$ cat src/verilog/dmem_pkg.sv
package dmem_pkg;

	// Core byte address spans the RAM and the I/O window
	localparam int byte_addr_w = 13;

	// Word address seen by the decoder
	localparam int word_addr_w = 11;

	// RAM word address and depth
	localparam int ram_addr_w = 10;
	localparam int ram_depth = 1 << ram_addr_w;

	// Board I/O words, just above the RAM
	localparam logic [word_addr_w-1:0] io_btn_addr = 11'h400;
	localparam logic [word_addr_w-1:0] io_sw_addr = 11'h401;
	localparam logic [word_addr_w-1:0] io_led_addr = 11'h402;

	// Load/store opcodes from the core
	typedef enum logic [3:0] {
		ls_none = 4'd0,
		// Loads
		ls_lb = 4'd1,
		ls_lh = 4'd2,
		ls_lw = 4'd3,
		ls_lbu = 4'd4,
		ls_lhu = 4'd5,
		// Stores
		ls_sb = 4'd6,
		ls_sh = 4'd7,
		ls_sw = 4'd8
	} ls_op_e;

	// True for every load flavour
	function automatic logic ls_is_load(ls_op_e op);
		logic hit;
		case (op)
			ls_lb, ls_lh, ls_lw, ls_lbu, ls_lhu: hit = 1'b1;
			default: hit = 1'b0;
		endcase
		return hit;
	endfunction

endpackage
$ cat src/verilog/mem_port_if.sv
interface mem_port_if
	import dmem_pkg::*;
();

	// Byte lane write enables, bit i covers bits 8i+7..8i
	logic [3:0] we;

	// Word address
	logic [word_addr_w-1:0] addr;

	// Write data, already placed in its lanes
	logic [31:0] wdata;

	// Registered read data, one cycle after addr
	logic [31:0] rdata;

	// Requesting side
	modport master(output we, addr, wdata, input rdata);

	// Memory side
	modport slave(input we, addr, wdata, output rdata);

endinterface

$ cat src/verilog/load_store_unit.sv
module load_store_unit
	import dmem_pkg::*;
(
	input logic clk,
	input logic nrst,
	input ls_op_e ls_op,
	input logic [byte_addr_w-1:0] byte_addr,
	input logic [31:0] store_data,
	output logic [31:0] load_data,
	mem_port_if.master mem
);

	// Byte offset inside the word
	logic [1:0] offset;

	// Request state, aligned with the registered read
	ls_op_e op_q;
	logic [1:0] offset_q;

	// Extraction
	logic [7:0] load_byte;
	logic [15:0] load_half;
	logic [31:0] load_ext;

	// Last completed load result
	logic [31:0] load_hold;

	assign offset = byte_addr[1:0];
	assign mem.addr = byte_addr[byte_addr_w-1:2];

	// Store lane select and data replication
	always_comb begin
		mem.we = 4'b0000;
		mem.wdata = store_data;
		case (ls_op)
			ls_sb: begin
				mem.we = 4'b0001 << offset;
				mem.wdata = {4{store_data[7:0]}};
			end
			ls_sh: begin
				// Bit 0 of the offset is ignored for halfwords
				mem.we = offset[1] ? 4'b1100 : 4'b0011;
				mem.wdata = {2{store_data[15:0]}};
			end
			ls_sw: begin
				// Whole word, offset ignored
				mem.we = 4'b1111;
			end
			default: begin
				mem.we = 4'b0000;
			end
		endcase
	end

	// Opcode and offset wait for the RAM data
	always_ff @(posedge clk) begin
		if (!nrst) begin
			op_q <= ls_none;
			offset_q <= 2'b00;
			load_hold <= '0;
		end else begin
			op_q <= ls_op;
			offset_q <= offset;
			load_hold <= load_data;
		end
	end

	// Pick the addressed byte or halfword
	always_comb begin
		load_byte = mem.rdata[{offset_q, 3'b000} +: 8];
		load_half = offset_q[1] ? mem.rdata[31:16] : mem.rdata[15:0];
		case (op_q)
			ls_lb: load_ext = {{24{load_byte[7]}}, load_byte};
			ls_lh: load_ext = {{16{load_half[15]}}, load_half};
			ls_lbu: load_ext = {24'h0, load_byte};
			ls_lhu: load_ext = {16'h0, load_half};
			default: load_ext = mem.rdata;
		endcase
	end

	// New result right after a load, otherwise keep the old one
	assign load_data = ls_is_load(op_q) ? load_ext : load_hold;

endmodule

$ cat src/flat_wrapper.sv
// flat-port wrapper written by rule: the top's interface ports become plain ports
module load_store_unit_flat import dmem_pkg::*;
  (clk, nrst, ls_op, byte_addr, store_data, load_data, mem_we, mem_addr, mem_wdata, mem_rdata);
  mem_port_if mem_i ();
  input logic clk;
  input logic nrst;
  input ls_op_e ls_op;
  input logic [byte_addr_w-1:0] byte_addr;
  input logic [31:0] store_data;
  output logic [31:0] load_data;
  output wire logic [$bits(mem_i.we)-1:0] mem_we;
  output wire logic [$bits(mem_i.addr)-1:0] mem_addr;
  output wire logic [$bits(mem_i.wdata)-1:0] mem_wdata;
  input wire logic [$bits(mem_i.rdata)-1:0] mem_rdata;
  assign mem_we = mem_i.we;
  assign mem_addr = mem_i.addr;
  assign mem_wdata = mem_i.wdata;
  assign mem_i.rdata = mem_rdata;
  load_store_unit u_core (.clk(clk), .nrst(nrst), .ls_op(ls_op), .byte_addr(byte_addr), .store_data(store_data), .load_data(load_data), .mem(mem_i));
endmodule
$ cat config.mk
export PLATFORM = sky130hd
export DESIGN_NAME = load_store_unit_flat
export DESIGN_NICKNAME = d
export VERILOG_FILES = /design/src/verilog/dmem_pkg.sv /design/src/verilog/mem_port_if.sv /design/src/verilog/load_store_unit.sv /design/src/flat_wrapper.sv
export SDC_FILE = /design/constraint.sdc
export NUM_CORES = 1
export LEC_CHECK = 0
export ABC_AREA = 1
export BUFFER_PORTS_ARGS = -buffer_cell sky130_fd_sc_hd__buf_2
export CORE_ASPECT_RATIO = 0.7
export CORE_MARGIN = 2
export CORE_UTILIZATION = 49
export DETAILED_ROUTE_END_ITERATION = 6
export MAX_ROUTING_LAYER = met4
export PLACE_DENSITY = 0.87
export SYNTH_ARGS = -nofsm -noshare
export SYNTH_HDL_FRONTEND = slang
export SYNTH_SLANG_ARGS = --single-unit
$ cat constraint.sdc
create_clock -name clk -period 2.1 [get_ports clk]
set_input_delay 0.105 -clock clk [delete_from_list [all_inputs] [get_ports clk]]
set_output_delay 0.105 -clock clk [all_outputs]
set_load 0.02 [all_outputs]
==> results.md, run 1 <==
* Final Worst Setup Slack at between 100 and 150 ps
* Top post-synthesis cells by count: nand2_1, inv_1, nor2_1
* Skew-Pair Late Insertion Delay at slightly below 300 ps
* Rel. slew slack at about three fifths
* Top post-synthesis cells by area: nand2_1, dfxtp_1, inv_1
* Synth Instances at between 500 and 600
* Maxcap violations at 0
* Overall Global Routing Usage at between 20 and 30%
* Number of synthesized flops with an enable pin at 0
* Syn nets at between 600 and 700
* Share of the synthesized area in the top cell type at between 30 and 40%
* Die span in y at about 69 µm
* PwrDens at 560 nW/µm²
* CTS Buffer Depth at 2
* Die area at 6700 µm²
* Dpl ws at between 300 and 400 ps
* Hold Path Class: in -> reg
* Layout Nets at roughly 750
* Slew @ Worst Pin at 615 ps
* Crit path max fanout at 16
* Hold buffers post-CTS at 0
* Fin crit share at around 94%
* Core Region at between 5000 and 6000 µm²
* Post-DP HPWL at ~7 mm
* Design area at between 3000 and 4000 µm²
* Setup Skew at roughly 6.7 ps
* Fmax at about 500 MHz
* Vias/cell at a little under 5
* Cell taking the most area after synthesis: nand2_1
* Number of global-route vias before repair at 3,352
* Largest net degree at the start of global routing at 33
* Reg clk slew, reported paths at around 70 ps
* Minimum clock period at slightly below 2000 ps
* Util after Layout at about 63%
* Initial DRC count at about 240
* VDD IR max at 0.354 mV
* Share of synthesized registers carrying an async set or reset at 0%
* TritonCTS clock tree: built
* Crit end category: output pin
* Register area share after synthesis at approximately a quarter
* Mapped cell area at about 3000 µm²
* Design Power at ~2000 µW
* Port bufs at roughly 140
* Vias at around 3,600
* CTS sink count at 38
* Root buffer cell: clkbuf_8
* CP required at 2000 ps
* Worst setup path class: reg -> out
* Die Wd at 97.0 µm
* Synth Warn # at 0
* Fill count at approximately 570
* Router iterations before antenna repair at 5
* Startpoint Class: register
* RePlAce Congestion at between 0.9 and 1
* Top-count cell post-synth: nand2_1
* Total gr overflow at 0
* Syn Area/Cell at between 5 and 6 µm²
* Area grow syn2layout at 23.8%
* Drt wl/cell at between 10 and 15 µm
* Ys flop type: dfxtp_1
* First-pass GRT wire length at between 15 and 20 mm
* CTS Buf Count at 5
* Htree depth at 2
* Final hold violation count at 0
* Post-CTS Setup Repair Bufs at 0
* Ant diodes at 0
* LEAKAGE at 0.00237 µW
* Worst Path Arrival at between 1500 and 2000 ps
* Std cell rows at 23
* Final Slew Violations at 0
* Drt drc at 0
* Distinct cells, synth at 22
* Final antenna-violating net count at 0
* Final setup viols at 0
* Share of layout cells above drive strength 1 at 25.3%
* Outcome: complete, no violations
* #FFs+latches synth at 38
* Post-Route WL at 9.07 mm
* I/O pins at approximately 160
* Area after detailed placement at 3560 µm²
* Initial Util at 51.3%
* Sum Neg Setup Slack at 0 ps
* RSZ-0062 raised after global routing: yes
* Initial antenna violation count at 0
[power breakdown]
| group | total (µW) | internal [µW] | switching [µW] |
|---|---|---|---|
| logic | 758 | 254 | 503 |
| clock network | 506 | 253 | 253 |
| registers | 792 | 769 | 23.4 |
[path summary, 6_finish.rpt]
kind                             startpoint                              end  slack, ps  depth (start not counted)
max               u_core.op_q[3]$_SDFF_PN0_                    load_data[26]        130                          8
min                                ls_op[2]        u_core.op_q[2]$_SDFF_PN0_         10                          3
max reg2reg       u_core.op_q[3]$_SDFF_PN0_  u_core.load_hold[29]$_SDFF_PN0_        560                          7
min reg2reg  u_core.load_hold[1]$_SDFF_PN0_   u_core.load_hold[1]$_SDFF_PN0_        480                          2
[flip-flops by register name, summed over array words and instances (netlist names)]
name,cells
u_core.load_hold,32
u_core.offset_q,2
u_core.op_q,4
[placed cells by master, fill, tap and decap left out, types with 2 or more instances in the layout]
cell type and instances:
buf_2 139, o21ai_1 6, a21oi_1 16, buf_4 6, inv_2 2, nor2_1 45
inv_1 83, o21ai_0 22, o211ai_1 8, nor2_2 2, nand2_1 238, dfxtp_1 37
clkbuf_8 6, nor2_4 2, clkinv_1 2, nand3_1 31, nand2_2 3, and2_1 7
[through the flow]
stage | hold WS [ps] | cells
6_report | 13.8 | 738
5_1_grt | 27.8 | 738
4_1_cts | 8.57 | 738
3_5_place_dp | 210 | 731
3_3_place_gp | 210 | 731
2_1_floorplan | 198 | 550
[cell families (layout without fill, tap and decap cells)]
logic type / after synthesis / in the layout / synth area share [%]
DFF: 38 / 38 / 25.7
buffers and inverters: 129 / 242 / 19.7
AOI/OAI and AO/OA: 55 / 55 / 10.6
and+or+nand+nor: 328 / 328 / 44.1
[timing repair]
item / CTS / global route
gates resized for setup: 2 / 7
gates cloned: 1 / 0
endpoints found under the setup margin: 1 / 32
[cell type report]
cell class | count | area (µm²) | area share [%]
clock buffer | 6 | 82.6 | 2.25
inverter | 89 | 343 | 9.34
multi-input combinational | 383 | 1630 | 44.4
sequential | 38 | 764 | 20.8
tap | 75 | 93.8 | 2.56
timing repair buffer | 146 | 752 | 20.5
timing repair inverter | 1 | 5.00 | 0.136
[layer usage]
layer / vias up / wire length, µm / global-route usage [%]
met5: - / 0 / -
met1: 1614 / 4230 / 39.1
met4: 0 / 131 / 7.98
li1: 1849 / - / -
met3: 15 / 782 / 5.27
met2: 169 / 3930 / 42.4
[critical path: stages, from the launching register on]
cell and delay (ps):
dfxtp_1 350, nor2_4 210, inv_2 50, nor2_2 160, inv_2 70, o21ai_4 380, nor2_1 120, inv_1 70
buf_2 150
(Power assumes the default switching activity.)
==> run 2: changes to the inputs <==
--- a/config.mk
+++ b/config.mk
@@ -6,13 +6,12 @@
 export NUM_CORES = 1
 export LEC_CHECK = 0
 export ABC_AREA = 1
-export BUFFER_PORTS_ARGS = -buffer_cell sky130_fd_sc_hd__buf_2
 export CORE_ASPECT_RATIO = 0.7
 export CORE_MARGIN = 2
-export CORE_UTILIZATION = 49
+export CORE_UTILIZATION = 50
 export DETAILED_ROUTE_END_ITERATION = 6
+export DONT_BUFFER_PORTS = 1
 export MAX_ROUTING_LAYER = met4
-export PLACE_DENSITY = 0.87
 export SYNTH_ARGS = -nofsm -noshare
 export SYNTH_HDL_FRONTEND = slang
 export SYNTH_SLANG_ARGS = --single-unit
==> constraint.sdc (replaced) <==
create_clock -name clk -period 2.1 [get_ports clk]
set_input_delay 0.42 -clock clk [delete_from_list [all_inputs] [get_ports clk]]
set_output_delay 0.42 -clock clk [all_outputs]
set_load 0.02 [all_outputs]
==> run 2 against run 1 <==
Critical path depth up 1. First-iteration DRC count down 19%. Fmax down 7.2%. Power down 1.9%. The flow now finishes with violations (setup timing). Clock skew about the same. Critical endpoint is now load_data[23]. Core utilization down 2.9 points. Flip-flop and latch count unchanged. Die area down 1.9%. Hold slack better by 210 ps. Wire length down 4.5%.
==> results.md, run 2 (synthesis results as in run 1) <==
* Initial antenna violation count at 0 (unchanged)
* Drt wl/cell at 13.6 µm (+11%)
* Crit end category: output pin
* I/O pins at 162 (unchanged)
* Area after detailed placement at 3070 µm² (-14%)
* Failing checks: setup timing
* Root buffer cell: clkbuf_8
* CTS Buffer Depth at 2 (unchanged)
* Startpoint Class: register
* Max reg flops at 32 (unchanged)
* Fmax at 472 MHz (-7.2%)
* Number of global-route vias before repair at 2,859 (-15%)
* Reg clk slew, reported paths at 80 ps (about the same)
* VDD IR max at 0.249 mV (-30%)
* Setup Skew at 7.09 ps (+0.430 ps)
* Commonest non-fill, non-tap cells in the layout: nand2_1, inv_1, buf_4, dfxtp_1
* Skew-Pair Late Insertion Delay at 290 ps (about the same)
* Worst Path Arrival at 1700 ps (-160 ps)
* Crit path max fanout at 14 (-2)
* Port bufs at 0 (-100%)
* Drt drc at 0 (unchanged)
* Ant diodes at 0 (unchanged)
* Largest net degree at the start of global routing at 33 (unchanged)
* Die Wd at 96.0 µm (-0.96%)
* CTS Buf Count at 5 (unchanged)
* Final Slew Violations at 0 (unchanged)
* Reg-to-reg setup timing slack at 550 ps (about the same)
* Final setup viols at 3 (+3)
* Dpl ws at 165 ps (-157 ps)
* Final hold violation count at 0 (unchanged)
* Vias/cell at 5.08 (+2.8%)
* Worst r2r src: u_core.op_q[3]$_SDFF_PN0_
* Hold Path Class: in -> reg
* Hold buffers post-CTS at 0 (unchanged)
* Layout Nets at 643 (-14%)
* Placed cells at 618 (-15%)
* PwrDens at 582 nW/µm² (+3.8%)
* Commonest non-fill, non-tap cell in the layout: nand2_1
* Design area at 3470 µm² (-5.5%)
* Biggest register: u_core.load_hold
* RePlAce Congestion at 0.861 (-5.0%)
* Area grow syn2layout at 17.0%
* Rel. slew slack at 76.2% (+17 points)
* Met3 wire len at 763 µm (-2.4%)
* Met2 WL at 3.90 mm (-0.81%)
* Std cell rows at 23 (unchanged)
* First-pass GRT wire length at 13.4 mm (-13%)
* Initial Util at 51.8% (+0.52 points)
* Share of layout cells above drive strength 1 at 22.6% (-2.7 points)
* Outcome: complete, but fails checks
* Final Worst Setup Slack at -17.4 ps (-151 ps)
* Wl on met1 at 3.97 mm (-6.1%)
* Die span in y at 68.4 µm (-0.95%)
* Minimum clock period at 2120 ps (+151 ps)
* Die area at 6570 µm² (-1.9%)
* Core Region at 5730 µm² (-1.0%)
* Regs by FF count: u_core.load_hold (32), u_core.op_q (4), u_core.offset_q (2)
* CTS sink count at 38 (unchanged)
* Post-Route WL at 8.66 mm (-4.5%)
* Router iterations before antenna repair at 5 (unchanged)
* Overall Global Routing Usage at 26.7% (-1.6 points)
* Cell depth of the worst flop-to-flop path at 9 (+2)
* Htree depth at 2 (unchanged)
* Slew @ Worst Pin at 357 ps (-258 ps)
* CP required at 1680 ps (-320 ps)
* CP Launch Point: u_core.op_q[3]$_SDFF_PN0_
* Final antenna-violating net count at 0 (unchanged)
* DR top layer: met4
* Maxcap violations at 0 (unchanged)
* Post-DP HPWL at 6.27 mm (-9.5%)
* Vias at 3,230 (-11%)
* Fin crit share at 101% (+7.2 points)
* TritonCTS clock tree: built
* Reg-to-Reg End: u_core.load_hold[13]$_SDFF_PN0_
* Worst setup path class: reg -> out
* Total gr overflow at 0 (unchanged)
* LEAKAGE at 0.00197 µW (-17%)
* RSZ-0062 raised after global routing: yes
* Initial DRC count at 190 (-19%)
* Worst setup endpoint: load_data[23]
* Fin cells at 636 (-14%)
run 2: cell types whose count changed in the layout (fill, tap and decap cells not counted), sizes merged:
| cell | previous run | this run |
|---|---|---|
| buf | 146 | 41 |
| clkbuf | 6 | 8 |
| clkinv | 2 | 3 |
| clkinvlp | 2 | 0 |
| inv | 86 | 87 |
| nor2 | 49 | 50 |
run 2: final cells by class:
cell class	count	area, µm²
clock buffer	7	86.3
clock inverter	1	5.00
fill	586	2260
inverter	89	334
multi-input combinational	384	1810
sequential	38	772
tap	75	93.8
timing repair buffer	42	369
run 2: worst min-delay path by stage:
| stage | to | depth (start not counted) | slack [ps] | startpoint |
|---|---|---|---|---|
| 2_1_floorplan | u_core.load_hold[0]$_SDFF_PN0_ | 2 | 450 | u_core.load_hold[0]$_SDFF_PN0_ |
| 3_3_place_gp | u_core.load_hold[0]$_SDFF_PN0_ | 2 | 460 | u_core.load_hold[0]$_SDFF_PN0_ |
| 3_5_place_dp | u_core.load_hold[2]$_SDFF_PN0_ | 2 | 470 | u_core.load_hold[2]$_SDFF_PN0_ |
| 4_1_cts | u_core.offset_q[0]$_SDFF_PN0_ | 2 | 220 | byte_addr[0] |
| 5_1_grt | u_core.offset_q[0]$_SDFF_PN0_ | 2 | 220 | byte_addr[0] |
| 6_report | u_core.offset_q[0]$_SDFF_PN0_ | 2 | 220 | byte_addr[0] |
run 2: repair_timing:
action | in CTS | in global routing
endpoints found under the setup margin | 28 | 32
cloned | 0 | 2
gates resized for setup | 12 | 75
setup buffers | 4 | 6
pin swaps | 2 | 9
run 2: per-layer routing:
metal | up-vias | global-route usage (%)
met4 | 0 | 4.46
met1 | 1450 | 35.1
met3 | 10 | 7.71
met2 | 129 | 41.5
met5 | - | -
li1 | 1641 | -
run 2: report_power, final:
part / switching, µW / internal, µW / total, µW / leakage [µW]
clock network: 261 / 265 / 526 / 0.0000482
registers: 20.6 / 769 / 789 / 0.000313
logic: 476 / 226 / 702 / 0.00161
run 2: worst max-delay path: stages (launching register included):
cell and delay [ps]:
dfxtp_2 350, nor2_4 200, o21ai_2 130, nand2_2 100, inv_2 50, buf_4 180
nand2_1 60, o21ai_0 80, nor2_1 160, inv_2 90
run 2: per-stage QoR:
stage	setup TNS [ps]	utilization, %	power, µW	hold WS, ps
2_1_floorplan	0	-	1330	451
3_3_place_gp	0	53.6	1400	459
3_5_place_dp	0	53.6	1410	466
4_1_cts	0	56.3	1950	218
5_1_grt	-1530	60.6	2140	223
6_report	-35.7	60.6	2020	222
==> run 3: changes to the inputs <==
--- a/config.mk
+++ b/config.mk
@@ -9,9 +9,11 @@
 export CORE_ASPECT_RATIO = 0.7
 export CORE_MARGIN = 2
 export CORE_UTILIZATION = 50
+export CTS_BUF_LIST = sky130_fd_sc_hd__clkbuf_8
 export DETAILED_ROUTE_END_ITERATION = 6
 export DONT_BUFFER_PORTS = 1
 export MAX_ROUTING_LAYER = met4
+export PLACE_DENSITY = 0.68
 export SYNTH_ARGS = -nofsm -noshare
 export SYNTH_HDL_FRONTEND = slang
 export SYNTH_SLANG_ARGS = --single-unit
==> constraint.sdc (replaced) <==
create_clock -name clk -period 2.7 [get_ports clk]
set_input_delay 0.54 -clock clk [delete_from_list [all_inputs] [get_ports clk]]
set_output_delay 0.54 -clock clk [all_outputs]
set_load 0.02 [all_outputs]
==> run 3 against run 2 <==
The flow now finishes without violations. Worst setup slack gained 260 ps. Hold slack gained 120 ps. Combinational power shrank 38%. Core utilization shrank 8.1 points. First-iteration DRC count grew 14%. Count of clock-buffer cells in the layout shrank 1. Wire length shrank 8.0%. Final cell count shrank 4.9%. Critical path depth is the same. Clock power shrank 23%. Die area is the same. Critical endpoint is now load_data[4]. Largest cell class unchanged.
==> results.md, run 3 (synthesis results as in run 1) <==
* Commonest non-fill, non-tap cell in the layout: nand2_1
* HP Start: ls_op[3]
* Seq pwr share at 42.2% (+3.1 points)
* Final Worst Setup Slack at 244 ps (+262 ps)
* Post-CTS Setup Repair Bufs at 0 (-4)
* Port bufs at 0 (unchanged)
* CP required at 2160 ps (+480 ps)
* Post-Route WL at 7.97 mm (-8.0%)
* Final Slew Violations at 0 (unchanged)
* Overall Global Routing Usage at 26.2% (-0.56 points)
* Dpl ws at 92.4 ps (-73.1 ps)
* Die Wd at 96.0 µm (unchanged)
* Regs by FF count: u_core.load_hold (32), u_core.op_q (4), u_core.offset_q (2)
* Fin cells at 605 (-4.9%)
* Power share of the clock group at 27.8% (+1.7 points)
* Initial Util at 51.8% (unchanged)
* Reg-to-reg setup timing slack at 1040 ps (+490 ps)
* VDD IR max at 0.232 mV (-6.7%)
* Number of global-route vias before repair at 2,687 (-6.0%)
* Share of layout cells above drive strength 1 at 6.23% (-16 points)
* Ant diodes at 0 (unchanged)
* RePlAce Congestion at 0.888 (+3.2%)
* Placed cells at 597 (-3.4%)
* Combinational power share at 30.0% (-4.8 points)
* CTS sink count at 38 (unchanged)
* Outcome: complete, no violations
* Largest net degree at the start of global routing at 33 (unchanged)
* Root buffer cell: clkbuf_8
* TritonCTS clock tree: built
* Hold Path Class: in -> reg
* Initial DRC count at 217 (+14%)
* Biggest register: u_core.load_hold
* Drt wl/cell at 13.2 µm (-3.3%)
* Area grow syn2layout at 1.27%
* Reg-to-Reg End: u_core.load_hold[3]$_SDFF_PN0_
* Worst Path Arrival at 1920 ps (+220 ps)
* Startpoint Class: register
* Sw Pwr at 543 µW (-28%)
* Rel. slew slack at 56.8% (-19 points)
* Std cell rows at 23 (unchanged)
* Crit end category: output pin
* Util after Layout at 52.4% (-8.1 points)
* RSZ-0062 raised after global routing: no
* Fmax at approximately 410 MHz
* Htree depth at 2 (unchanged)
* Cell depth of the worst flop-to-flop path at 9 (unchanged)
* LEAKAGE at 0.00181 µW (-8.1%)
* Commonest non-fill, non-tap cells in the layout: nand2_1, inv_1, nor2_1, dfxtp_1, nand3_1
* Fill count at 615 (+4.9%)
* PwrDens at 482 nW/µm² (-17%)
* Final hold violation count at 0 (unchanged)
* Net Sw Frac at 37.5% (-0.068 points)
* Reg clk slew, reported paths at 70 ps (about the same)
* Skew-Pair Late Insertion Delay at 290 ps (about the same)
* Total gr overflow at 0 (unchanged)
* Core Region at 5730 µm² (unchanged)
* First-pass GRT wire length at 13.1 mm (-2.3%)
* Maxcap violations at 0 (unchanged)
* CTS Buffer Depth at 2 (unchanged)
* Slew @ Worst Pin at 641 ps (+284 ps)
* Post-DP HPWL at 6.00 mm (-4.4%)
* Worst setup path class: reg -> out
* I/O pins at 162 (unchanged)
* Minimum clock period at approximately 2500 ps
* Final setup viols at 0 (-3)
* Fin crit share at roughly 91%
* Max reg flops at 32 (unchanged)
* Vias/cell at 5.08 (about the same)
* Die area at 6570 µm² (unchanged)
* Worst r2r src: u_core.op_q[1]$_SDFF_PN0_
* Final antenna-violating net count at 0 (unchanged)
* Vias at 3,073 (-4.9%)
* P_int at 906 µW (-28%)
* Worst Hold Path EP: u_core.op_q[3]$_SDFF_PN0_
* Setup Skew at 3.88 ps (-3.21 ps)
* Router iterations before antenna repair at 5 (unchanged)
* Initial antenna violation count at 0 (unchanged)
* Die span in y at 68.4 µm (unchanged)
* CTS Buf Count at 5 (unchanged)
* Hold Path Cell Cnt at 2 (unchanged)
* Layout Nets at 612 (-4.8%)
* Sum Neg Setup Slack at 0 ps (+35.7 ps)
* Drt drc at 0 (unchanged)
* Crit path max fanout at 16 (+2)
## run 3: changes by cell type in the layout (fill, tap and decap cells not counted), sizes merged
cell      change
inv           +1
buf          -29
clkbuf        -2
nor2          -1
clkinvlp      +1
clkinv        -1
## run 3: area by class of cell
class | instances | area (µm²) | share of cell area [%]
repair buffers | 12 | 90.1 | 3.00
clock inverters | 2 | 8.76 | 0.292
flip-flops and latches | 38 | 761 | 25.3
inverters | 89 | 338 | 11.3
clock buffers | 6 | 82.6 | 2.75
multi-input cells | 383 | 1630 | 54.2
well taps | 75 | 93.8 | 3.13
## run 3: worst max path at each step
stage,start,to,depth (start not counted)
global route,u_core.op_q[2]$_SDFF_PN0_,load_data[23],8
CTS,ls_op[2],mem_we[2],9
floorplan,ls_op[2],mem_we[0],6
detailed placement,ls_op[2],mem_we[2],9
finish,u_core.op_q[1]$_SDFF_PN0_,load_data[4],9
global placement,ls_op[2],mem_we[3],9
## run 3: power by group through the flow
stage	combinational, µW	clock, µW	sequential (µW)
after floorplan	410	0	622
after global placement	427	0	623
after detailed placement	435	0	624
after CTS	436	416	611
after global routing	489	439	615
final	435	403	611
## run 3: stage by stage
step                power (µW)  hold WS (ps)  area, µm²
finish                    1450           345       3000
global route              1540           342       3000
CTS                       1460           342       2990
detailed placement        1060           466       2900
floorplan                 1030           451       2970
global placement          1050           461       2900
## run 3: timing repair
item	4_1_cts	5_1_grt
gates resized for setup	0	3
hold endpoints to repair	0	0
hold buffers	0	0
endpoints found under the setup margin	0	4
## run 3: critical path, cell delays in order (launching register included)
cell,delay (ps)
dfxtp_1,410
inv_1,80
nand2_1,60
nor2_1,50
nor2_2,490
nand2_1,120
nand2_1,110
nand2_1,70
nand2_1,80
nand2_1,150
## run 3: per-layer routing
metal | GRT usage [%] | share of wire, % | routed length [µm]
met1 | 35.5 | 46 | 3670
met2 | 40.0 | 45 | 3550
met3 | 6.06 | 8.5 | 678
met4 | 5.18 | 0.85 | 68
met5 | - | 0 | 0
